`src/common/fetch_pkg.sv`:
```
/*
 * Shared definitions for the AXI-lite instruction prefetcher
 * Bus and instruction widths, fetch limits, counter sizes and the
 * packed types passed between the request, FIFO and unpack blocks
 */
package fetch_pkg;

	// Bus geometry
	localparam int ADDR_W = 32;
	localparam int BUS_W = 64;
	localparam int INSN_W = 32;
	localparam int INSNS_PER_WORD = 2;
	// Byte offset bits within one bus word
	localparam int WORD_LSB = 3;

	// Words buffered or in flight, at most
	localparam int FETCH_LIMIT = 8;
	// FIFO of 8 bus words
	localparam int LGFIFO = 3;
	// Outstanding and flush counters, LGFIFO+4 plus a spare bit
	localparam int CNT_W = 8;

	////////////////////////////////////////////////////////////////////////////
	// Bus word, seen raw or as two instruction lanes
	////////////////////////////////////////////////////////////////////////////

	// Lane 0 sits in the low half
	typedef union packed {
		logic [BUS_W-1:0] raw;
		logic [INSNS_PER_WORD-1:0][INSN_W-1:0] lane;
	} bus_word_u;

	// One FIFO slot
	typedef struct packed {
		logic illegal;
		bus_word_u data;
	} fifo_entry_t;

	////////////////////////////////////////////////////////////////////////////
	// Channel and CPU-side bundles
	////////////////////////////////////////////////////////////////////////////

	// Read address channel
	typedef struct packed {
		logic valid;
		logic [ADDR_W-1:0] addr;
	} axil_ar_t;

	// Read data channel, RREADY is always high
	typedef struct packed {
		logic valid;
		logic [BUS_W-1:0] data;
		logic [1:0] resp;
	} axil_r_t;

	// Instruction handed to the CPU
	typedef struct packed {
		logic valid;
		logic illegal;
		logic [ADDR_W-1:0] pc;
		logic [INSN_W-1:0] insn;
	} fetch_out_t;

endpackage

```
`src/bus_req/fetch_req.sv`:
```
/*
 * Fetch request issue
 * Drives the AXI-lite read address channel with sequential word
 * addresses. Issue is throttled by the words requested but not yet
 * popped, and a new PC seen during a stalled request is held back
 */
module fetch_req
	import fetch_pkg::*;
(
	input  logic              S_AXI_ACLK,
	input  logic              fifo_reset,
	input  logic              i_new_pc,
	input  logic [ADDR_W-1:0] i_pc,
	input  logic              i_clear_cache,
	input  logic              i_arready,
	input  logic              i_pop,
	input  logic              i_out_busy,
	input  logic              i_full_bus,
	input  logic              i_flush_request,
	output axil_ar_t          o_ar
);

	logic              restart;
	logic              ar_valid;
	logic [ADDR_W-1:0] ar_addr;
	logic              ar_open;
	logic              ar_fire;
	logic              pending_new_pc;
	logic [ADDR_W-1:0] pending_pc;
	logic [CNT_W-1:0]  fill;
	logic [CNT_W:0]    committed;

	assign restart = i_new_pc || i_clear_cache;
	// Channel free for a new address
	assign ar_open = !ar_valid || i_arready;
	assign ar_fire = ar_valid && i_arready;

	// Words requested, held on the channel, or still in the output
	assign committed = {1'b0, fill} + (CNT_W+1)'(ar_valid) + (CNT_W+1)'(i_out_busy);

	// Words requested for this stream and not yet popped
	always_ff @(posedge S_AXI_ACLK)
	begin
		if (fifo_reset || restart)
			fill <= '0;
		else
		begin
			// A flushed request never reaches the FIFO
			case ({ar_fire && !i_flush_request, i_pop})
				2'b10: fill <= fill + 1'b1;
				2'b01: fill <= fill - 1'b1;
				default: fill <= fill;
			endcase
		end
	end

	// ARVALID
	always_ff @(posedge S_AXI_ACLK)
	begin
		if (fifo_reset)
			ar_valid <= 1'b0;
		else if (ar_open)
		begin
			if (i_clear_cache || i_full_bus)
				ar_valid <= 1'b0;
			// Fresh stream, nothing committed yet
			else if (i_new_pc)
				ar_valid <= 1'b1;
			else if (committed >= (CNT_W+1)'(FETCH_LIMIT))
				ar_valid <= 1'b0;
			else
				ar_valid <= 1'b1;
		end
	end

	// New PC arrived while the channel was stalled
	always_ff @(posedge S_AXI_ACLK)
	begin
		if (fifo_reset || i_clear_cache)
			pending_new_pc <= 1'b0;
		else if (ar_open)
			pending_new_pc <= 1'b0;
		else if (i_new_pc)
			pending_new_pc <= 1'b1;
	end

	always_ff @(posedge S_AXI_ACLK)
	begin
		if (i_new_pc)
			pending_pc <= i_pc;
	end

	// ARADDR
	always_ff @(posedge S_AXI_ACLK)
	begin
		if (fifo_reset)
			ar_addr <= '0;
		else if (ar_open)
		begin
			if (i_new_pc)
				ar_addr <= i_pc;
			else if (pending_new_pc)
				ar_addr <= pending_pc;
			else if (ar_valid)
			begin
				// Next word, aligned
				ar_addr[ADDR_W-1:WORD_LSB] <= ar_addr[ADDR_W-1:WORD_LSB]
					+ (ADDR_W-WORD_LSB)'(1);
				ar_addr[WORD_LSB-1:0] <= '0;
			end
		end
	end

	assign o_ar.valid = ar_valid;
	assign o_ar.addr = ar_addr;

	// Stalled request keeps its address
	a_ar_hold: assert property (@(posedge S_AXI_ACLK) disable iff (fifo_reset)
		o_ar.valid && !i_arready |=> o_ar.valid && $stable(o_ar.addr));

endmodule

```
`src/bus_req/flush_tracker.sv`:
```
/*
 * Outstanding read and flush tracking
 * Counts reads on the bus, flags when the counter nears its limit,
 * and on a restart counts down the returns of the old stream
 */
module flush_tracker
	import fetch_pkg::*;
(
	input  logic     S_AXI_ACLK,
	input  logic     fifo_reset,
	input  logic     i_new_pc,
	input  logic     i_clear_cache,
	input  axil_ar_t i_ar,
	input  logic     i_arready,
	input  logic     i_rvalid,
	output logic     o_full_bus,
	output logic     o_flushing,
	output logic     o_flush_request
);

	logic             restart;
	logic             ar_fire;
	logic [CNT_W-1:0] outstanding;
	logic [CNT_W-1:0] next_outstanding;
	logic [CNT_W-1:0] new_flushcount;
	logic [CNT_W-1:0] flushcount;

	assign restart = i_new_pc || i_clear_cache;
	assign ar_fire = i_ar.valid && i_arready;

	always_comb
	begin
		next_outstanding = outstanding;
		case ({ar_fire, i_rvalid})
			2'b10: next_outstanding = outstanding + 1'b1;
			2'b01: next_outstanding = outstanding - 1'b1;
			default: next_outstanding = outstanding;
		endcase
	end

	// Everything already sent plus a held request that goes out anyway
	assign new_flushcount = outstanding + CNT_W'(i_ar.valid) - CNT_W'(i_rvalid);

	always_ff @(posedge S_AXI_ACLK)
	begin
		if (fifo_reset)
		begin
			outstanding <= '0;
			o_full_bus <= 1'b0;
		end
		else
		begin
			outstanding <= next_outstanding;
			// One below the top half of the counter
			o_full_bus <= (next_outstanding >= CNT_W'((1 << (CNT_W-1)) - 1));
		end
	end

	////////////////////////////////////////////////////////////////////////////
	// Flush of stale returns
	////////////////////////////////////////////////////////////////////////////

	always_ff @(posedge S_AXI_ACLK)
	begin
		if (fifo_reset)
		begin
			flushcount <= '0;
			o_flushing <= 1'b0;
			o_flush_request <= 1'b0;
		end
		else if (restart)
		begin
			flushcount <= new_flushcount;
			o_flushing <= (new_flushcount != '0);
			// Stalled request still belongs to the old stream
			o_flush_request <= i_ar.valid && !i_arready;
		end
		else
		begin
			if (i_rvalid && (flushcount != '0))
			begin
				flushcount <= flushcount - 1'b1;
				o_flushing <= (flushcount > CNT_W'(1));
			end
			if (i_arready)
				o_flush_request <= 1'b0;
		end
	end

	a_flush_flag: assert property (@(posedge S_AXI_ACLK) disable iff (fifo_reset)
		o_flushing == (flushcount != '0));

	// No return without a read and no read past the counter top
	a_no_wrap: assert property (@(posedge S_AXI_ACLK) disable iff (fifo_reset)
		!((outstanding == '0) && i_rvalid && !ar_fire)
		&& !((&outstanding) && ar_fire && !i_rvalid));

endmodule

```
`src/logic/fetch_top.sv`:
```
/*
 * AXI-lite instruction prefetcher
 * Issues sequential 64-bit reads with several in flight, buffers the
 * returns and hands 32-bit instructions to the CPU. A new PC or a
 * cache clear restarts the stream and discards stale returns
 */
module fetch_top
	import fetch_pkg::*;
(
	input  logic              S_AXI_ACLK,
	input  logic              fifo_reset,
	// CPU side
	input  logic              i_new_pc,
	input  logic [ADDR_W-1:0] i_pc,
	input  logic              i_clear_cache,
	input  logic              i_ready,
	output fetch_out_t        o_fetch,
	// Read address channel, unprivileged instruction access
	output axil_ar_t          o_ar,
	input  logic              i_arready,
	// Read data channel, every beat accepted
	input  axil_r_t           i_r
);

	logic        full_bus;
	logic        flushing;
	logic        flush_request;
	logic        pop;
	logic        rd;
	logic        empty;
	logic        out_busy;
	fifo_entry_t head;

	////////////////////////////////////////////////////////////////////////////
	// Bus side
	////////////////////////////////////////////////////////////////////////////

	fetch_req u_req (
		.S_AXI_ACLK      (S_AXI_ACLK),
		.fifo_reset      (fifo_reset),
		.i_new_pc        (i_new_pc),
		.i_pc            (i_pc),
		.i_clear_cache   (i_clear_cache),
		.i_arready       (i_arready),
		.i_pop           (pop),
		.i_out_busy      (out_busy),
		.i_full_bus      (full_bus),
		.i_flush_request (flush_request),
		.o_ar            (o_ar)
	);

	// Watches the same handshake the request block drives
	flush_tracker u_flush (
		.S_AXI_ACLK      (S_AXI_ACLK),
		.fifo_reset      (fifo_reset),
		.i_new_pc        (i_new_pc),
		.i_clear_cache   (i_clear_cache),
		.i_ar            (o_ar),
		.i_arready       (i_arready),
		.i_rvalid        (i_r.valid),
		.o_full_bus      (full_bus),
		.o_flushing      (flushing),
		.o_flush_request (flush_request)
	);

	////////////////////////////////////////////////////////////////////////////
	// Buffer and CPU side
	////////////////////////////////////////////////////////////////////////////

	insn_fifo u_fifo (
		.S_AXI_ACLK    (S_AXI_ACLK),
		.fifo_reset    (fifo_reset),
		.i_new_pc      (i_new_pc),
		.i_clear_cache (i_clear_cache),
		.i_r           (i_r),
		.i_flushing    (flushing),
		.i_rd          (rd),
		.o_head        (head),
		.o_empty       (empty),
		.o_pop         (pop)
	);

	insn_unpack u_unpack (
		.S_AXI_ACLK    (S_AXI_ACLK),
		.fifo_reset    (fifo_reset),
		.i_new_pc      (i_new_pc),
		.i_pc          (i_pc),
		.i_clear_cache (i_clear_cache),
		.i_ready       (i_ready),
		.i_head        (head),
		.i_empty       (empty),
		.o_rd          (rd),
		.o_out_busy    (out_busy),
		.o_fetch       (o_fetch)
	);

endmodule

```
`src/logic/insn_fifo.sv`:
```
/*
 * Returned word FIFO
 * Byte-swaps each 32-bit lane of the read data and stores it with
 * its bus error flag in an 8-deep circular buffer. Emptied on restart
 */
module insn_fifo
	import fetch_pkg::*;
(
	input  logic        S_AXI_ACLK,
	input  logic        fifo_reset,
	input  logic        i_new_pc,
	input  logic        i_clear_cache,
	input  axil_r_t     i_r,
	input  logic        i_flushing,
	input  logic        i_rd,
	output fifo_entry_t o_head,
	output logic        o_empty,
	output logic        o_pop
);

	logic          restart;
	logic          wr_en;
	logic          rd_en;
	logic          full;
	logic [LGFIFO:0] wr_ptr;
	logic [LGFIFO:0] rd_ptr;
	bus_word_u     swapped;
	fifo_entry_t   mem [0:(1<<LGFIFO)-1];

	assign restart = i_new_pc || i_clear_cache;

	// Big-endian instructions, each lane reversed on its own
	always_comb
	begin
		for (int l = 0; l < INSNS_PER_WORD; l++)
		begin
			for (int b = 0; b < INSN_W/8; b++)
				swapped.lane[l][(INSN_W/8-1-b)*8 +: 8] = i_r.data[l*INSN_W + b*8 +: 8];
		end
	end

	// Stale returns dropped during a flush
	assign wr_en = i_r.valid && !i_flushing;
	assign rd_en = i_rd && !o_empty;

	assign o_empty = (wr_ptr == rd_ptr);
	// Pointers differ only in the wrap bit
	assign full = (wr_ptr[LGFIFO] != rd_ptr[LGFIFO])
		&& (wr_ptr[LGFIFO-1:0] == rd_ptr[LGFIFO-1:0]);

	////////////////////////////////////////////////////////////////////////////
	// Pointers and storage
	////////////////////////////////////////////////////////////////////////////

	always_ff @(posedge S_AXI_ACLK)
	begin
		if (fifo_reset || restart)
			wr_ptr <= '0;
		else if (wr_en)
			wr_ptr <= wr_ptr + 1'b1;
	end

	always_ff @(posedge S_AXI_ACLK)
	begin
		if (fifo_reset || restart)
			rd_ptr <= '0;
		else if (rd_en)
			rd_ptr <= rd_ptr + 1'b1;
	end

	always_ff @(posedge S_AXI_ACLK)
	begin
		if (wr_en)
		begin
			// RRESP bit 1 marks SLVERR or DECERR
			mem[wr_ptr[LGFIFO-1:0]].illegal <= i_r.resp[1];
			mem[wr_ptr[LGFIFO-1:0]].data <= swapped;
		end
	end

	// Head visible the cycle after it is written
	assign o_head = mem[rd_ptr[LGFIFO-1:0]];
	assign o_pop = rd_en;

	// Request throttle upstream keeps room for every return
	a_no_overflow: assert property (@(posedge S_AXI_ACLK) disable iff (fifo_reset)
		!(wr_en && full));

endmodule

```
`src/logic/insn_unpack.sv`:
```
/*
 * Instruction unpacker
 * Takes bus words from the FIFO and hands out one 32-bit instruction
 * per accepted cycle, with its PC. A word entered at an odd lane skips
 * lane 0. A bus error latches the illegal flag until the next restart
 */
module insn_unpack
	import fetch_pkg::*;
(
	input  logic              S_AXI_ACLK,
	input  logic              fifo_reset,
	input  logic              i_new_pc,
	input  logic [ADDR_W-1:0] i_pc,
	input  logic              i_clear_cache,
	input  logic              i_ready,
	input  fifo_entry_t       i_head,
	input  logic              i_empty,
	output logic              o_rd,
	output logic              o_out_busy,
	output fetch_out_t        o_fetch
);

	logic              restart;
	logic              shift;
	logic              out_valid;
	logic              out_illegal;
	logic [1:0]        out_fill;
	logic [ADDR_W-1:0] out_pc;
	bus_word_u         out_word;

	assign restart = i_new_pc || i_clear_cache;

	// Odd-lane entry only for the first word after a jump
	assign shift = out_valid ? 1'b0 : out_pc[WORD_LSB-1];

	// Next word wanted when idle or on the last lane
	assign o_rd = !out_valid || (i_ready && (out_fill <= 2'd1));

	// Output still holds a word the CPU has not finished
	assign o_out_busy = out_valid && (!i_ready || (out_fill > 2'd1));

	////////////////////////////////////////////////////////////////////////////
	// Lane count and valid
	////////////////////////////////////////////////////////////////////////////

	always_ff @(posedge S_AXI_ACLK)
	begin
		if (fifo_reset || restart)
			out_fill <= 2'd0;
		else if (o_rd)
			out_fill <= i_empty ? 2'd0 : 2'(INSNS_PER_WORD) - {1'b0, shift};
		else if (i_ready && (out_fill != 2'd0))
			out_fill <= out_fill - 2'd1;
	end

	always_ff @(posedge S_AXI_ACLK)
	begin
		if (fifo_reset || restart)
			out_valid <= 1'b0;
		else if (!out_valid || i_ready)
			out_valid <= (o_rd && !i_empty) || (out_fill > (out_valid ? 2'd1 : 2'd0));
	end

	// Word shifts down one lane per accepted instruction
	always_ff @(posedge S_AXI_ACLK)
	begin
		if (o_rd)
		begin
			if (shift)
				out_word.raw <= i_head.data.raw >> INSN_W;
			else
				out_word <= i_head.data;
		end
		else if (i_ready)
			out_word.raw <= out_word.raw >> INSN_W;
	end

	////////////////////////////////////////////////////////////////////////////
	// PC and error flag
	////////////////////////////////////////////////////////////////////////////

	// Frozen once the stream turns illegal
	always_ff @(posedge S_AXI_ACLK)
	begin
		if (fifo_reset)
			out_pc <= '0;
		else if (i_new_pc)
			out_pc <= i_pc;
		else if (out_valid && i_ready && !out_illegal)
			out_pc <= {out_pc[ADDR_W-1:2] + (ADDR_W-2)'(1), 2'b00};
	end

	always_ff @(posedge S_AXI_ACLK)
	begin
		if (fifo_reset || restart)
			out_illegal <= 1'b0;
		else if (!out_illegal && o_rd && !i_empty)
			out_illegal <= i_head.illegal;
	end

	assign o_fetch.valid = out_valid;
	assign o_fetch.illegal = out_illegal;
	assign o_fetch.pc = out_pc;
	assign o_fetch.insn = out_word.lane[0];

	// CPU sees the same instruction until it takes it
	a_out_hold: assert property (@(posedge S_AXI_ACLK) disable iff (fifo_reset)
		o_fetch.valid && !i_ready && !restart |=> $stable(o_fetch));

endmodule

```
`config.mk`:
```
export PLATFORM = sky130hd
export DESIGN_NAME = fetch_top
export DESIGN_NICKNAME = d
export VERILOG_FILES = /design/src/common/fetch_pkg.sv /design/src/bus_req/fetch_req.sv /design/src/bus_req/flush_tracker.sv /design/src/logic/fetch_top.sv /design/src/logic/insn_fifo.sv /design/src/logic/insn_unpack.sv
export SDC_FILE = /design/constraint.sdc
export NUM_CORES = 1
export LEC_CHECK = 0
export ABC_CLOCK_PERIOD_IN_PS = 7850
export BUFFER_PORTS_ARGS = -buffer_cell sky130_fd_sc_hd__buf_2
export CORE_MARGIN = 8
export CORE_UTILIZATION = 51
export CTS_BUF_LIST = sky130_fd_sc_hd__clkbuf_16
export DETAILED_ROUTE_END_ITERATION = 10
export PLACE_DENSITY = 0.69
export SYNTH_ARGS = -nofsm -noshare
export SYNTH_HDL_FRONTEND = slang
export SYNTH_SLANG_ARGS = --single-unit
```
`constraint.sdc`:
```
create_clock -name S_AXI_ACLK -period 7.85 [get_ports S_AXI_ACLK]
set_input_delay 1.57 -clock S_AXI_ACLK [delete_from_list [all_inputs] [get_ports S_AXI_ACLK]]
set_output_delay 1.57 -clock S_AXI_ACLK [all_outputs]
set_load 0.1 [all_outputs]
```
-- Word-level counts from Yosys, hierarchy flattened
Memory sizes are Yosys's and may differ from the RTL's. A register that Yosys moved wholly into a read port is not among the register bits.
Index checks and enable logic that the tools add are counted.
- memories: 1
- logic and storage cells: 114
- flip-flop bits (word level): 201
- input port bits: 105
- output and inout port bits: 99
- memory bits (writable): 520
- reduce and logical (&&, ||, !) cells: 42
- $add $sub $neg: 15
- $lt $le $gt $ge: 6
- muxes and demuxes: 28
- equal/unequal tests: 5
- memory list (name ; words ; bits a word ; read ports ; clocked after memory_dff ; write ports ; line ; source):
    u_fifo.mem ; 8 ; 65 ; 1 ; 1 ; 1 ; insn_fifo.sv:28 ; fifo_entry_t mem [0:(1<<LGFIFO)-1];
- operator list (kind ; count):
    64-bit 2-to-1 mux ; 3
    32-bit 2-to-1 mux ; 5
    8-bit case mux with 2 select lines ; 2
    30-bit by 1-bit adder with 30-bit output (second input constant) ; 1
    29-bit by 1-bit adder with 29-bit output (second input constant) ; 1
    8-bit by 1-bit subtractor with 8-bit output (second input constant) ; 3
    8-bit by 1-bit adder with 8-bit output (second input constant) ; 2
    8-bit 2-to-1 mux ; 2
    8-bit nonzero test ; 2
    2-bit nonzero test ; 7
    1-bit logical AND ; 13
    1-bit 2-to-1 mux ; 11
    8-bit by 1-bit adder with 9-bit output ; 1
    9-bit by 1-bit adder with 9-bit output ; 1
    9-bit by 4-bit >= comparator with 1-bit output (second input constant) ; 1
    1-bit logical OR ; 9
    4-bit by 1-bit adder with 4-bit output (second input constant) ; 2
    8-bit by 1-bit adder with 8-bit output ; 1
    8-bit by 7-bit >= comparator with 1-bit output (second input constant) ; 1
    8-bit by 1-bit > comparator with 1-bit output (second input constant) ; 1
    1-bit zero test ; 8
    8-bit by 1-bit subtractor with 8-bit output ; 1
    2-bit 2-to-1 mux ; 3
    3-bit 2-to-1 mux ; 2
    other kinds (11) ; 13

-- Logic depth before layout (Yosys ltp)
- word-level depth: 8
- gate-level depth with buffers: 14
- depth with buffers taken out: 14

-- Cells and area by module
Synthesis repeated with hierarchy kept, for this count alone.
- cell total of the unflattened synthesis: 1941
- area total of the unflattened synthesis: 30824.6 um^2
- modules (own cells, without submodules) (module ; times used ; cells each ; sequential area each (um^2) ; area each (um^2)):
    insn_fifo ; 1 ; 814 ; 15835.2 ; 20040.5
    insn_unpack ; 1 ; 517 ; 2642.5 ; 5268.8
    fetch_req ; 1 ; 416 ; 1801.7 ; 3906.2
    flush_tracker ; 1 ; 194 ; 380.4 ; 1609.0

-- Least setup slack after synthesis
No wires, ideal clock.
- path type: input-to-reg
- from: input port i_r[66] in the netlist's numbering
- to: memory u_fifo.mem[0][0] in the netlist's numbering, enable pin
- data arrival time: 6.437 ns
- path slack: 0.845 ns
- setup time: 0.568 ns
- buffers on the path: 0
- data required time: 7.282 ns
- stages on the path: 3
- path through: inv_1 > or3_1 > nor3_1
- longest elaborated chain between the ends: 3
- RTL lines (what ; line ; source):
    start: declaration ; fetch_top.sv:22 ; input axil_r_t i_r
    1-bit logical AND ; insn_fifo.sv:43 ; assign wr_en = i_r.valid && !i_flushing;
    1-bit 2-to-1 mux ; insn_fifo.sv:73 ; if (wr_en)
    1-bit 2-to-1 mux (implied by the code) ; insn_fifo.sv:77 ; mem[wr_ptr[LGFIFO-1:0]].data <= swapped;
    end: declaration ; insn_fifo.sv:28 ;
No other way between the ends.

-- Worst setup path after layout
- from: input port i_ready
- to: register u_req.fill[6]
- longest elaborated chain between the ends: 5
- elaborated cells on any way between the ends: 7
- classes of those cells: eq/ne: 2; mux: 1; reduce/logical: 4
- RTL lines (what ; line ; source):
    start: declaration ; fetch_top.sv:16 ; input logic i_ready,
    1-bit logical AND * ; insn_unpack.sv:37 ; assign o_rd = !out_valid || (i_ready && (out_fill <= 2'd1));
    1-bit logical OR * ; insn_unpack.sv:37 ;
    1-bit logical AND * ; insn_fifo.sv:44 ; assign rd_en = i_rd && !o_empty;
    net pop ; fetch_top.sv:28 ; logic pop;
    2-bit by 1-bit equality test with 1-bit output / 2-bit equality test (equally long branches) ; fetch_req.sv:49 ; case ({ar_fire && !i_flush_request, i_pop})
    8-bit case mux with 2 select lines / 2-bit nonzero test (equally long branches) ; n/a ;
    end signal: assignment ; fetch_req.sv:50 ; 2'b10: fill <= fill + 1'b1;
    end signal: assignment ; fetch_req.sv:51 ; 2'b01: fill <= fill - 1'b1;
    end signal: assignment ; fetch_req.sv:52 ; default: fill <= fill;
    end: declaration ; fetch_req.sv:30 ; logic [CNT_W-1:0] fill;
The timed path passes the listed nets; every way through them passes the cells marked *.
A chain may end at the register's enable or synchronous reset.

==> metrics.log <==
INFO  metric multiInputGateArea = around 8500 um^2
INFO  metric syn-mean-instance-area = 16.2 um^2
INFO  metric slew_violations = 0
INFO  metric route.vias.total = 17207
INFO  metric grt_max_degree = between 80 and 90
INFO  metric drive_gt1_share = 23.9%
INFO  metric clkSinkCount = 724
INFO  metric cts_root_buf = clkbuf_16
INFO  metric syn_to_final_growth = 14.0%
INFO  metric io_buffer_count = 202
INFO  metric fp.coreArea = 57700 um^2
INFO  metric post-dp-hpwl = between 30 and 40 mm
INFO  metric floorplan.die_area = 66400 um^2
INFO  metric i_o_pin_count = between 200 and 250
INFO  metric p_leak = 11.4 nW
INFO  metric synth_enable_flop_cells = between 600 and 700
INFO  metric post-cts-setup-buffer-count = 0
INFO  metric cp.arrival = 4.71 ns
INFO  metric synth_seq_cells = just over 700
INFO  metric status = complete, no violations
INFO  metric mappedNetlistNets = 1986
INFO  metric drtIter0Drc = 1484
INFO  metric drt_pre_antenna_iters = 5
INFO  metric synth_xor_xnor_area_share = 1.53%
INFO  metric finalWorstPathRequiredPeriod = ~4.2 ns
INFO  metric cts-htree-levels = 3
INFO  metric tritoncts.num_buffers = 77
INFO  metric irDropWorstVdd = 0.000175 V
INFO  metric antenna_found_initial = 19
INFO  metric grt_pass1_wl = 104 mm
INFO  metric syn_inst = 1844
INFO  metric clock_pin_transition_on_the_worst_setup_and_hold_timing_paths = 0.05 ns
INFO  metric post_synth_and_or_nand_nor_area_fraction = 6.40%
INFO  metric skew = 0.0453 ns
INFO  metric timing.setup.tns = 0 ns
INFO  metric setup.reg_to_reg.worst_slack = approximately 4 ns
INFO  metric chipWidth = approximately 260 um
INFO  metric placement_rows = a little under 90
INFO  metric p_per_area = 260 nW/um^2
INFO  metric final_hold_viol_count = 0
INFO  metric buffers_from_clock_root_to_sink_at_most = 3
INFO  metric crit_top_cell = o21ai_0
INFO  metric yosys.area_share.adder = 1.65%
INFO  metric initial_utilization = 51.7%
INFO  metric num-nets-final = 2160
INFO  metric path_delay_family = simple AND/OR/NAND/NOR gates
INFO  metric routed_via_density = 6.03
INFO  metric layout_commonest_cell = edfxtp_1
INFO  metric first_global_vias = 17030
INFO  metric maximum_operating_frequency = 239 MHz
INFO  metric synth-seq-area-share = ~70%
INFO  metric placed_area = 31400 um^2
INFO  metric tightest_slew = 1.10 ns
INFO  metric post-place-cells = 2704
INFO  metric mostFrequentLayoutCells = edfxtp_1, buf_2, nor2_1
INFO  metric setup_violations = 0
INFO  metric rsz0062_at_grt = no
INFO  metric globalplace.congestion = 0.908
INFO  metric slowest_delay = 0.48 ns
INFO  metric max_slew_margin = 26.5%
INFO  metric quantity_of_gates_resized_following_cts = 0
INFO  metric syn-cell-area = a little under 30000 um^2
INFO  metric cap_violations = 0
INFO  metric synth-async-reset-ratio = 0%
INFO  metric share_of_the_synthesized_area_in_compound_gates_ao_oa_aoi_oai = ~6.1%
INFO  metric synthFlopType = edfxtp_1
INFO  metric critPathKind = input port to flip-flop
INFO  metric req_time_crit_path = between 8 and 9 ns
INFO  metric ys_warns = 0
INFO  metric die_height = ~260 um
INFO  metric yosys-mux-area-fraction = about 12%
INFO  metric final_antenna_net_count = 0
INFO  metric critical_path.slowest_cell = nor2_1
INFO  metric post-route-cell-area = 34000 um^2
INFO  metric drc = 0
INFO  metric globalRoute.totalOverflow = 0
INFO  metric global_route.usage.total = 20.0%
INFO  metric cp_cell_sequence = buf_2, a21boi_4, buf_4, nor2_1, ha_1, inv_1, fa_1, nor2b_1, o21ai_0, a21boi_0, o21ai_0, or4_1, nand3_1
INFO  metric synth_top_family_by_area = multiplexers
INFO  metric worst_setup_path_start_kind = input port
INFO  metric clk-insertion-delay-late = 0.63 ns
INFO  metric post_synth_num_cell_types = slightly below 80
INFO  metric regArea = 20700 um^2
INFO  metric finalWirelength = 68.0 mm
INFO  metric post_layout_nonfiller_instances = 2854
INFO  metric route.detailed.wl_per_inst = 23.8 um
INFO  metric tritoncts = done
INFO  metric worst_hold_path_type = flip-flop to flip-flop
INFO  metric critical_path.max_fanout = 36
INFO  metric filler_cell_count = about 4300
INFO  metric cts_hold_repair.buffers = 0
INFO  metric critPathBufInv = 3
INFO  metric element_type_at_the_critical_path_end = flip-flop
INFO  metric final.period_utilization = 53.2%
final cells by class:
cell class | count | area share, %
flip-flops and latches | 724 | 60.8
multi-input cells | 954 | 24.9
clock buffers | 78 | 5.74
repair buffers | 227 | 3.56
well taps | 765 | 2.82
clock inverters | 64 | 1.73
inverters | 34 | 0.376
diodes | 8 | 0.0589
final timing paths:
kind | to | from | cells after the start
setup / recovery | u_req.fill[6] | i_ready | 13
hold / removal | u_req.ar_addr[1] | u_req.ar_addr[1] | 2
setup reg to reg | u_req.fill[6] | u_unpack.out_fill[1] | 14
hold reg to reg | u_req.ar_addr[1] | u_req.ar_addr[1] | 2
state kept, by name, summed over array words and instances (netlist names), named ones only:
name and flops:
u_fifo.mem 520, u_unpack.out_word 64, u_req.ar_addr 32, u_req.pending_pc 32, u_unpack.out_pc 32, u_flush.flushcount 8, u_flush.outstanding 8, u_req.fill 8
u_fifo.rd_ptr 4, u_fifo.wr_ptr 4, u_unpack.out_fill 2, u_flush.o_flush_request 1, u_flush.o_flushing 1, u_flush.o_full_bus 1, u_req.ar_valid 1, u_req.pending_new_pc 1
u_unpack.out_illegal 1, u_unpack.out_valid 1
synth_stat cells (all sizes together) (10+ instances only):
cell type,count,area [um^2]
nand3,33,170
a211oi,24,180
mux4,130,2930
or3,10,62.6
xor2,22,193
dfxtp,108,2160
inv,33,124
nor3,37,185
o31ai,10,75.1
nor2b,10,62.6
o221ai,33,289
xnor2,30,263
nand4,14,109
ha,33,413
nor2,142,543
and3,15,93.8
nand2b,13,81.3
buf,71,424
clkbuf,61,229
nand2,89,337
edfxtp,616,18500
a21oi,62,314
o21ai,44,220
mux2i,76,761
logic make-up after synthesis:
group,count (synthesis)
AND/OR/NAND/NOR,396
AO/OA/AOI/OAI,262
flip-flops,724
XOR/XNOR,52
adder cells (fa/ha/maj),37
buffers and inverters,166
multiplexers,207
power breakdown:
| part | total, mW | internal, mW | switching [mW] |
|---|---|---|---|
| sequential | 4.38 | 4.29 | 0.0853 |
| combinational | 0.864 | 0.232 | 0.632 |
| clock | 3.59 | 2.09 | 1.50 |
per-stage QoR:
| stage | total power, mW | util, % | worst slack, ns | hold slack (ns) |
|---|---|---|---|---|
| floorplan | 5.11 | - | 0.845 | 0.452 |
| detailed placement | 5.31 | 54.5 | 3.12 | 0.479 |
| global route | 9.11 | 58.9 | 3.48 | 0.521 |
| finish | 8.83 | 58.9 | 3.67 | 0.491 |
| global placement | 5.29 | 54.5 | 3.13 | 0.475 |
| CTS | 8.90 | 58.9 | 3.73 | 0.493 |
worst register-to-register path: stages (launching register included):
cell and delay (ns):
dfxtp_1 0.37, inv_1 0.08, ha_1 0.17, nand2b_1 0.17, a21boi_4 0.16, buf_4 0.50, nor2_1 0.28, ha_1 0.40
ha_1 0.38, nor2b_1 0.18, o21ai_0 0.11, a21boi_0 0.27, o21ai_0 0.15, or4_1 0.41, nand3_1 0.09
metal layers:
| metal | track usage, % | vias up | part of all wire [%] |
|---|---|---|---|
| li1 | - | 7626 | - |
| met1 | 26.6 | 8756 | 41 |
| met2 | 33.1 | 650 | 48 |
| met3 | 4.96 | 151 | 8.2 |
| met4 | 5.19 | 24 | 2.4 |
| met5 | 0 | - | 0.21 |
No activity file was read; power rests on OpenSTA's default activity.
